[config.mk]
export PLATFORM = sky130hd
export DESIGN_NAME = rv_core
export DESIGN_NICKNAME = d
export VERILOG_FILES = /design/src/rv_pkg.sv /design/src/insn_decoder.sv /design/src/reg_file.sv /design/src/alu.sv /design/src/pc_unit.sv /design/src/rv_core.sv
export SDC_FILE = /design/constraint.sdc
export NUM_CORES = 2
export LEC_CHECK = 0
export BUFFER_PORTS_ARGS = -buffer_cell sky130_fd_sc_hd__clkbuf_2
export CAP_MARGIN = 20
export CORE_ASPECT_RATIO = 2
export CORE_UTILIZATION = 45
export CTS_CLUSTER_DIAMETER = 200
export DETAILED_ROUTE_END_ITERATION = 7
export GPL_TIMING_DRIVEN = 0
export SYNTH_ARGS = -nofsm -noshare
export SYNTH_HDL_FRONTEND = slang
export SYNTH_HIERARCHICAL = 1
export SYNTH_SLANG_ARGS = --single-unit
[constraint.sdc]
create_clock -name clk -period 25.8 [get_ports clk]
set_input_delay 6.45 -clock clk [delete_from_list [all_inputs] [get_ports clk]]
set_output_delay 6.45 -clock clk [all_outputs]
set_load 0.005 [all_outputs]
[src/rv_pkg.sv]
`default_nettype none

package rv_pkg;

  // architectural word and register index
  typedef logic [31:0] word_t;
  typedef logic [4:0] reg_idx_t;

  // major opcodes of the kept instruction groups
  typedef enum logic [6:0] {
    op_reg_imm = 7'b0010011,
    op_reg_reg = 7'b0110011,
    op_lui     = 7'b0110111,
    op_branch  = 7'b1100011,
    op_environ = 7'b1110011
  } opcode_e;

  // operation selected for the ALU
  typedef enum logic [3:0] {
    alu_add,
    alu_sub,
    alu_sll,
    alu_slt,
    alu_sltu,
    alu_xor,
    alu_srl,
    alu_sra,
    alu_or,
    alu_and,
    // lui result is the U immediate itself
    alu_pass_imm
  } alu_op_e;

  // branch conditions carry their funct3 encoding
  typedef enum logic [2:0] {
    beq  = 3'b000,
    bne  = 3'b001,
    blt  = 3'b100,
    bge  = 3'b101,
    bltu = 3'b110,
    bgeu = 3'b111
  } branch_cond_e;

  // everything downstream needs from one instruction word
  typedef struct packed {
    reg_idx_t     rd;
    reg_idx_t     rs1;
    reg_idx_t     rs2;
    // I, U (already shifted) or B immediate, sign extended
    word_t        imm;
    alu_op_e      alu_op;
    logic         use_imm;
    // low for x0 and for anything not recognized
    logic         writes_rd;
    logic         is_branch;
    branch_cond_e branch_cond;
    logic         is_halt;
  } decoded_insn_t;

  // register write made by the current instruction
  typedef struct packed {
    logic     valid;
    reg_idx_t rd;
    word_t    data;
  } retire_t;

endpackage

`default_nettype wire

[src/insn_decoder.sv]
`default_nettype none

module insn_decoder (
  input  rv_pkg::word_t         insn,
  output rv_pkg::decoded_insn_t dec
);
  import rv_pkg::*;

  // instruction fields, R-type layout
  opcode_e    opcode;
  logic [2:0] funct3;
  logic [6:0] funct7;
  reg_idx_t   rd;
  reg_idx_t   rs1;
  reg_idx_t   rs2;

  // immediates in their final, sign-extended form
  word_t imm_i;
  word_t imm_u;
  word_t imm_b;

  // set when the word is one of the kept ALU or lui instructions
  logic legal_alu;

  assign opcode = opcode_e'(insn[6:0]);
  assign rd     = insn[11:7];
  assign funct3 = insn[14:12];
  assign rs1    = insn[19:15];
  assign rs2    = insn[24:20];
  assign funct7 = insn[31:25];

  assign imm_i = {{20{insn[31]}}, insn[31:20]};
  assign imm_u = {insn[31:12], 12'b0};
  assign imm_b = {{19{insn[31]}}, insn[31], insn[7], insn[30:25], insn[11:8], 1'b0};

  always_comb begin
    dec        = '0;
    dec.rd     = rd;
    dec.rs1    = rs1;
    dec.rs2    = rs2;
    dec.alu_op = alu_add;
    legal_alu  = 1'b0;

    case (opcode)
      op_reg_imm: begin
        dec.imm     = imm_i;
        dec.use_imm = 1'b1;
        legal_alu   = 1'b1;
        case (funct3)
          3'b000: dec.alu_op = alu_add;
          3'b010: dec.alu_op = alu_slt;
          3'b011: dec.alu_op = alu_sltu;
          3'b100: dec.alu_op = alu_xor;
          3'b110: dec.alu_op = alu_or;
          3'b111: dec.alu_op = alu_and;
          3'b001: begin
            dec.alu_op = alu_sll;
            legal_alu  = (funct7 == 7'b0000000);
          end
          default: begin
            // funct7 picks logical or arithmetic right shift
            dec.alu_op = (funct7 == 7'b0100000) ? alu_sra : alu_srl;
            legal_alu  = (funct7 == 7'b0000000) || (funct7 == 7'b0100000);
          end
        endcase
      end

      op_reg_reg: begin
        legal_alu = 1'b1;
        case ({funct7, funct3})
          10'b0000000_000: dec.alu_op = alu_add;
          10'b0100000_000: dec.alu_op = alu_sub;
          10'b0000000_001: dec.alu_op = alu_sll;
          10'b0000000_010: dec.alu_op = alu_slt;
          10'b0000000_011: dec.alu_op = alu_sltu;
          10'b0000000_100: dec.alu_op = alu_xor;
          10'b0000000_101: dec.alu_op = alu_srl;
          10'b0100000_101: dec.alu_op = alu_sra;
          10'b0000000_110: dec.alu_op = alu_or;
          10'b0000000_111: dec.alu_op = alu_and;
          default:         legal_alu  = 1'b0;
        endcase
      end

      op_lui: begin
        dec.imm     = imm_u;
        dec.use_imm = 1'b1;
        dec.alu_op  = alu_pass_imm;
        legal_alu   = 1'b1;
      end

      op_branch: begin
        dec.imm = imm_b;
        // funct3 010 and 011 are not branches
        if (funct3 inside {3'b000, 3'b001, 3'b100, 3'b101, 3'b110, 3'b111}) begin
          dec.is_branch   = 1'b1;
          dec.branch_cond = branch_cond_e'(funct3);
        end
      end

      op_environ: begin
        // only ecall, every other system word is a no-op
        dec.is_halt = (insn[31:7] == 25'd0);
      end

      default: ;
    endcase

    // x0 is never written, this is the only place that rule lives
    dec.writes_rd = legal_alu && (rd != 5'd0);
  end

endmodule

`default_nettype wire

[src/reg_file.sv]
`default_nettype none

module reg_file (
  input  logic             clk,
  input  logic             rst,
  input  rv_pkg::reg_idx_t rs1,
  input  rv_pkg::reg_idx_t rs2,
  output rv_pkg::word_t    rs1_data,
  output rv_pkg::word_t    rs2_data,
  input  logic             we,
  input  rv_pkg::reg_idx_t rd,
  input  rv_pkg::word_t    rd_data
);
  import rv_pkg::*;

  localparam int NUM_REGS = 32;

  word_t regs [NUM_REGS];

  // x0 reads zero whatever the array holds
  assign rs1_data = (rs1 == 5'd0) ? '0 : regs[rs1];
  assign rs2_data = (rs2 == 5'd0) ? '0 : regs[rs2];

  always_ff @(posedge clk) begin
    if (rst) begin
      for (int i = 0; i < NUM_REGS; i++) begin
        regs[i] <= '0;
      end
    end else if (we) begin
      regs[rd] <= rd_data;
    end
  end

  // the decoder drops writes to x0 before they reach this port
  a_no_x0_write : assert property (
    @(posedge clk) disable iff (rst) !(we && rd == 5'd0)
  );

endmodule

`default_nettype wire

[src/alu.sv]
`default_nettype none

module alu (
  input  rv_pkg::decoded_insn_t dec,
  input  rv_pkg::word_t         rs1_data,
  input  rv_pkg::word_t         rs2_data,
  output rv_pkg::word_t         result,
  output logic                  taken
);
  import rv_pkg::*;

  word_t      op_b;
  logic [4:0] shamt;
  logic       equal;
  logic       lt_signed;
  logic       lt_unsigned;
  logic       cond;

  assign op_b  = dec.use_imm ? dec.imm : rs2_data;
  assign shamt = op_b[4:0];

  // comparators shared by slt, sltu and the branches
  // branches never set use_imm, so op_b is rs2 there
  assign equal       = (rs1_data == op_b);
  assign lt_signed   = ($signed(rs1_data) < $signed(op_b));
  assign lt_unsigned = (rs1_data < op_b);

  always_comb begin
    case (dec.alu_op)
      alu_add:      result = rs1_data + op_b;
      alu_sub:      result = rs1_data - op_b;
      alu_sll:      result = rs1_data << shamt;
      alu_slt:      result = {31'b0, lt_signed};
      alu_sltu:     result = {31'b0, lt_unsigned};
      alu_xor:      result = rs1_data ^ op_b;
      alu_srl:      result = rs1_data >> shamt;
      alu_sra:      result = word_t'($signed(rs1_data) >>> shamt);
      alu_or:       result = rs1_data | op_b;
      alu_and:      result = rs1_data & op_b;
      alu_pass_imm: result = dec.imm;
      default:      result = '0;
    endcase
  end

  always_comb begin
    case (dec.branch_cond)
      beq:     cond = equal;
      bne:     cond = !equal;
      blt:     cond = lt_signed;
      bge:     cond = !lt_signed;
      bltu:    cond = lt_unsigned;
      bgeu:    cond = !lt_unsigned;
      default: cond = 1'b0;
    endcase
  end

  assign taken = dec.is_branch && cond;

endmodule

`default_nettype wire

[src/pc_unit.sv]
`default_nettype none

module pc_unit #(
  parameter rv_pkg::word_t RESET_PC = '0
) (
  input  logic                  clk,
  input  logic                  rst,
  input  rv_pkg::decoded_insn_t dec,
  input  logic                  taken,
  output rv_pkg::word_t         pc,
  output logic                  halt
);
  import rv_pkg::*;

  word_t pc_plus4;
  word_t pc_target;
  word_t pc_next;

  assign pc_plus4  = pc + 32'd4;
  assign pc_target = pc + dec.imm;

  always_comb begin
    // an ecall parks the pc on itself
    if (halt || dec.is_halt) begin
      pc_next = pc;
    end else if (taken) begin
      pc_next = pc_target;
    end else begin
      pc_next = pc_plus4;
    end
  end

  always_ff @(posedge clk) begin
    if (rst) begin
      pc   <= RESET_PC;
      halt <= 1'b0;
    end else begin
      pc   <= pc_next;
      // sticky until the next reset
      halt <= halt || dec.is_halt;
    end
  end

  // branch targets from the decoder must keep word alignment
  a_pc_aligned : assert property (
    @(posedge clk) disable iff (rst) pc[1:0] == 2'b00
  );

endmodule

`default_nettype wire

[src/rv_core.sv]
`default_nettype none

module rv_core #(
  parameter rv_pkg::word_t RESET_PC = '0
) (
  input  logic            clk,
  input  logic            rst,
  output rv_pkg::word_t   pc,
  input  rv_pkg::word_t   insn,
  output logic            halt,
  output rv_pkg::retire_t retire
);
  import rv_pkg::*;

  decoded_insn_t dec;
  word_t         rs1_data;
  word_t         rs2_data;
  word_t         result;
  logic          taken;
  logic          we;

  // nothing is written once the core has halted
  assign we = dec.writes_rd && !halt;

  assign retire.valid = we && !rst;
  assign retire.rd    = dec.rd;
  assign retire.data  = result;

  insn_decoder u_decoder (
    .insn (insn),
    .dec  (dec)
  );

  reg_file u_reg_file (
    .clk      (clk),
    .rst      (rst),
    .rs1      (dec.rs1),
    .rs2      (dec.rs2),
    .rs1_data (rs1_data),
    .rs2_data (rs2_data),
    .we       (we),
    .rd       (dec.rd),
    .rd_data  (result)
  );

  alu u_alu (
    .dec      (dec),
    .rs1_data (rs1_data),
    .rs2_data (rs2_data),
    .result   (result),
    .taken    (taken)
  );

  pc_unit #(
    .RESET_PC (RESET_PC)
  ) u_pc_unit (
    .clk   (clk),
    .rst   (rst),
    .dec   (dec),
    .taken (taken),
    .pc    (pc),
    .halt  (halt)
  );

endmodule

`default_nettype wire

Word level (Yosys, flattened, before mapping)
Memories as Yosys holds them, arrays and structs flattened.
Index checks and enable logic that the tools add are counted.
{"block": "classes", "addsub": 4, "n_lt_le_gt_ge": 2, "n_eq_ne": 38, "shift": 3, "muxes": 26, "n_bitwise": 3, "reduce_logical": 25}
{"cell": "$pmux W32 S11", "count": 1}
{"cell": "$mux W32", "count": 5}
{"cell": "$pmux W32 S3", "count": 1}
{"cell": "$add A32 B32 Y32", "count": 2}
{"cell": "$lt A32 B32 Y1", "count": 2}
{"cell": "$eq A10 B3 Y1 const B", "count": 4}
{"cell": "$pmux W4 S9", "count": 1}
{"cell": "$add A32 B3 Y32 const B", "count": 1}
{"cell": "$and A32 B32 Y32", "count": 1}
{"cell": "$eq A32 B32 Y1", "count": 1}
{"cell": "$or A32 B32 Y32", "count": 1}
{"cell": "$reduce_or A32 Y1", "count": 1}
{"cell": "$shl A32 B5 Y32", "count": 1}
{"cell": "$shr A32 B5 Y32", "count": 1}
{"cell": "$sshr A32 B5 Y32", "count": 1}
{"cell": "$sub A32 B32 Y32", "count": 1}
{"cell": "$xor A32 B32 Y32", "count": 1}
{"cell": "$pmux W4 S7", "count": 1}
{"cell": "$logic_not A25 Y1", "count": 1}
{"cell": "$eq A3 B3 Y1 const B", "count": 8}
{"cell": "$eq A7 B6 Y1 const B", "count": 3}
{"cell": "$eq A10 B2 Y1 const B", "count": 2}
{"cell": "$eq A10 B9 Y1 const B", "count": 2}
{"cell": "$eq A4 B3 Y1 const B", "count": 4}
{"cell": "other kinds (28)", "count": 54}
{"block": "word_totals", "register_bits": 33, "ram_bits": 1024, "out_inout_bits": 71, "elab_cells": 104, "mem_count": 1}
{"name": "u_reg_file.regs", "depth": 32, "word_bits": 32, "read_ports": 2, "rd_ports_with_merged_regs": 0, "write_ports": 32, "line_no": "reg_file.sv:18", "source": "word_t regs [NUM_REGS];"}

Depth between registers and ports, before layout
{"block": "logic_depth", "depth_word": 11, "mapped_depth": 35, "depth_no_buf": 24}

By module
The synthesis kept the hierarchy.
{"module": "reg_file", "instances": 1, "cells_each": 3543, "area_each_um2": 54453.5}
{"module": "alu", "instances": 1, "cells_each": 1513, "area_each_um2": 9330.2}
{"module": "pc_unit", "instances": 1, "cells_each": 508, "area_each_um2": 3649.8}
{"module": "insn_decoder", "instances": 1, "cells_each": 124, "area_each_um2": 835.8}
{"module": "rv_core", "instances": 1, "cells_each": 2, "area_each_um2": 18.8}

Worst setup path before layout
Ideal clock, no wire load.
{"block": "synth_path", "kind": "input to output", "start": "input port insn[22]", "end": "output port retire[23] (netlist bit)", "arrival_time_ns": 11.965, "required_time_ns": 19.350, "path_slack_ns": 7.385, "path_stages": 24, "path_buffers": 8, "cell_sequence": "buf_4 -> buf_4 -> buf_2 -> clkbuf_1 -> mux4_2 -> a22o_1 -> a2111oi_0 -> nor3_1 -> mux2i_4 -> clkbuf_1 -> clkbuf_1 -> clkbuf_1 -> ha_1 -> clkbuf_1 -> o21ai_0 -> o21ai_1 -> o2111ai_1 -> o211ai_1 -> a41oi_1 -> o21ai_1 -> a31o_2 -> nor2_1 -> nor3_1 -> or4_1"}
{"item": "from (decl)", "line_no": "rv_core.sv:9", "source": "input rv_pkg::word_t insn,"}
{"item": "to (decl)", "line_no": "rv_core.sv:11", "source": "output rv_pkg::retire_t retire"}

==> key figures <==
Status
  – Status: finished clean

Final layout
  – Synthesis-to-layout area growth: 11.88%
  – FILL cells: 13434
  – Most frequent cells in the layout: and2_1 (1039), edfxtp_1 (1024), mux4_2 (467)
  – Most common library cell in the layout ignoring fill and taps: and2_1
  – Non-filler cells in the finished layout: 8054
  – Share of post-route cells with drive strength above 1: between 10% and 20%
  – Post-layout nets: 6191
  – Util after Layout: 50.89%

Clock tree
  – Setup bufs post-CTS: 0
  – Worst-case clock buffer depth: 3
  – Worst-Skew Late Latency: ~720 ps
  – # resized after CTS: 0
  – Clock Pin Slew Worst Setup and Hold Paths: roughly 70 ps
  – Cts hold-fix bufs: 0
  – H-tree depth: 3
  – # clock sinks: 1057
  – CTS buffer count: 97
  – Clock root cell: clkbuf_16
  – TritonCTS clock tree: done

Global routing
  – Vias in the first global route: around 57000
  – First-pass GRT wire length: around 480000 um
  – Total gr overflow: 0
  – Total track usage: 46.88%
  – Initial antenna violation count: 27
  – Largest net degree at the start of global routing: 33

Worst setup path
  – Worst path most repeated cell: clkbuf_1
  – Startpoint Class: primary input
  – RR Startpoint: u_reg_file/regs[31][2]$_SDFFCE_PN0P_
  – Critical Path RT: 19350 ps
  – CP peak stage delay: 910 ps
  – Crit Path Max Fanout: 11
  – CP Data Arrival Time: 18030 ps
  – Slowest cell on the critical path: clkbuf_1
  – Critical path capture point type: output pin
  – CP Launch Point: insn[22]
  – Worst Path Class, Setup: in2out

Floorplan
  – # IOs: 105
  – Row cnt: 201
  – Starting Density: 45.48%
  – Core area: 0.1501 mm^2
  – Die X: 277.5 um
  – Die area: 0.1534 mm^2
  – Die Span Y: 552.9 um

Routing
  – Post-Route WL: approximately 360000 um
  – Pre-antenna DRT Iters: 8
  – DR WL/cell: 44.62 um
  – Residual DRC count: 0
  – Drt initial violations: 6735
  – Vias: 57136
  – Vias per cell: between 7 and 8
  – DRT antenna net count: 0

Timing
  – WHS: 519.2 ps
  – Count of pins over their slew limit: 0
  – Worst-Margin Slew: 1319 ps
  – Worst Skew: approximately 47 ps
  – Hold Fails Final Rpt: 0
  – Final min period: between 20000 and 25000 ps
  – RSZ-0062 raised after global routing: false
  – Fin worst setup slack: 1315 ps
  – FMAX: just over 40 MHz
  – Fin crit share: 94.90%
  – Relative slew slack: about a tenth
  – Final setup vio count: 0

Synth
  – Number of flops mapped to enable cells by yosys: 1024
  – Post-Syn Area: 0.06829 mm^2
  – Seq cells post-synth: 1057
  – Most used DFF post-synth: edfxtp_1
  – Ys async rst share: 0%
  – Distinct cells, synth: approximately 110
  – Synth warnings: 6
  – Register area share after synthesis: 46.00%
  – Synthesized net count: approximately 6000
  – Gate Count Post-Synth: 5690
  – Avg Cell Area, Syn: 12.00 um^2

Power
  – Clock share of power: 31.1%
  – Int Pwr: roughly 3.2 mW
  – Net switching power: between 1.5 and 2 mW
  – LEAKAGE: ~28 nW
  – Flop pwr share: 39.5%
  – PwrDens: 65.11 mW/mm^2
  – Max VDD drop: 0.06608 mV
  – Switch share: about 36%
  – Gate power share: between 20% and 30%

Place
  – Placed Cells: 7832
  – RD Place Congestion: 1.120
  – Setup Slack @ Placement: 2009 ps
  – IO buf count: 103
  – DP HPWL: 285400 um

Run
  – Max-cap violation count: 0

Hold path
  – Class of the worst hold path: reg2reg
  – Hold_sp: u_pc_unit/pc[0]$_SDFFE_PP0P_
-- worst max-delay path: cells and delay by family --
kind	cells	cell delay (ps)
buffers and inverters	12	5020
AOI/OAI and AO/OA	10	4510
and+or+nand+nor	4	1080
muxes	1	660
adders and majority gates	1	230
-- logic make-up (layout without fill, tap and decap cells) --
| family | count (synthesis) | after routing | share of synthesized area [%] |
|---|---|---|---|
| adder cells (fa/ha/maj) | 135 | 135 | 2.507 |
| XOR/XNOR | 31 | 31 | 0.3976 |
| flip-flops | 1057 | 1057 | 46.00 |
| AO/OA/AOI/OAI | 1061 | 1061 | 10.57 |
| buffers and inverters | 687 | 1097 | 4.438 |
| AND/OR/NAND/NOR | 1928 | 1928 | 15.83 |
| other | 0 | 26 | 0 |
| multiplexers | 791 | 791 | 20.26 |
-- path summary, 6_finish.rpt --
path / endpoint / slack [ps] / cells after the start
worst max register to register: u_pc_unit/pc[0]$_SDFFE_PP0P_ / 14120 / 27
worst min register to register: u_pc_unit/pc[0]$_SDFFE_PP0P_ / 520 / 2
worst min-delay path: u_pc_unit/pc[0]$_SDFFE_PP0P_ / 520 / 2
worst max-delay path: retire[29] / 1320 / 28
-- synthesized netlist by cell type (all sizes together) (10+ instances only) --
cell / number / area share, %
ha: 132 / 2.4
o31ai: 15 / 0.16
nand3b: 13 / 0.14
a21o: 49 / 0.54
o2111ai: 11 / 0.14
mux2: 39 / 0.65
nor2: 271 / 1.5
a211oi: 49 / 0.56
clkbuf: 393 / 2.2
nand3: 78 / 0.59
or2: 43 / 0.39
o21ai: 171 / 1.3
nand4: 14 / 0.14
o221ai: 18 / 0.23
buf: 163 / 1.6
nor3: 109 / 0.82
nand2: 213 / 1.2
and3: 18 / 0.19
and2: 1040 / 9.5
nor4: 27 / 0.26
o211ai: 41 / 0.45
a21oi: 227 / 1.7
a22oi: 36 / 0.40
a22o: 59 / 0.76
edfxtp: 1024 / 45
inv: 130 / 0.71
o21bai: 25 / 0.27
nor2b: 23 / 0.21
xnor2: 19 / 0.24
a2111oi: 65 / 0.89
a221o: 10 / 0.15
o22ai: 131 / 1.2
mux2i: 285 / 4.2
dfxtp: 33 / 0.97
a221oi: 29 / 0.37
xor2: 12 / 0.15
mux4: 467 / 15
nand2b: 29 / 0.27
a311oi: 12 / 0.15
a31oi: 34 / 0.31
o21a: 12 / 0.13
or3: 15 / 0.14
-- metrics by stage --
| step | power (mW) | area [um^2] | TNS, ps |
|---|---|---|---|
| after floorplan | 2.693 | 68290 | 0 |
| after detailed placement | 3.365 | 72750 | 0 |
| after global placement | 3.317 | 71220 | -177.1 |
| after global routing | 5.064 | 76340 | 0 |
| after CTS | 4.890 | 76090 | 0 |
| final | 4.975 | 76400 | 0 |
-- registers in the layout, summed over array words and instances, names as in the netlist --
register	count
u_pc_unit/pc	32
u_pc_unit/halt	1
u_reg_file/regs	1024
-- metal layers --
metal  global-route usage, %  wire length [um]
met1                   42.22            100700
met2                   79.57            178100
met3                   11.65             29050
met4                   55.15             51420
met5                 0.09497                86
-- final cells by class --
class	count	area, um^2	share of cell area, %
multi-input cells	3946	34020	44.52
flip-flops and latches	1057	31410	41.11
clock buffers	113	2551	3.339
plain buffers	556	2546	3.333
well taps	1928	2412	3.157
repair buffers	233	2122	2.777
clock inverters	64	787.0	1.030
inverters	131	491.7	0.6436
diodes	26	65.06	0.08516
-- power groups by stage --
stage	sequential (mW)	clock (mW)	combinational [mW]
after floorplan	1.99	0	0.708
after global placement	2.00	0	1.32
after detailed placement	2.00	0	1.36
after CTS	1.96	1.56	1.37
after global routing	1.97	1.61	1.48
final	1.97	1.55	1.46
(Power assumes the default switching activity.)
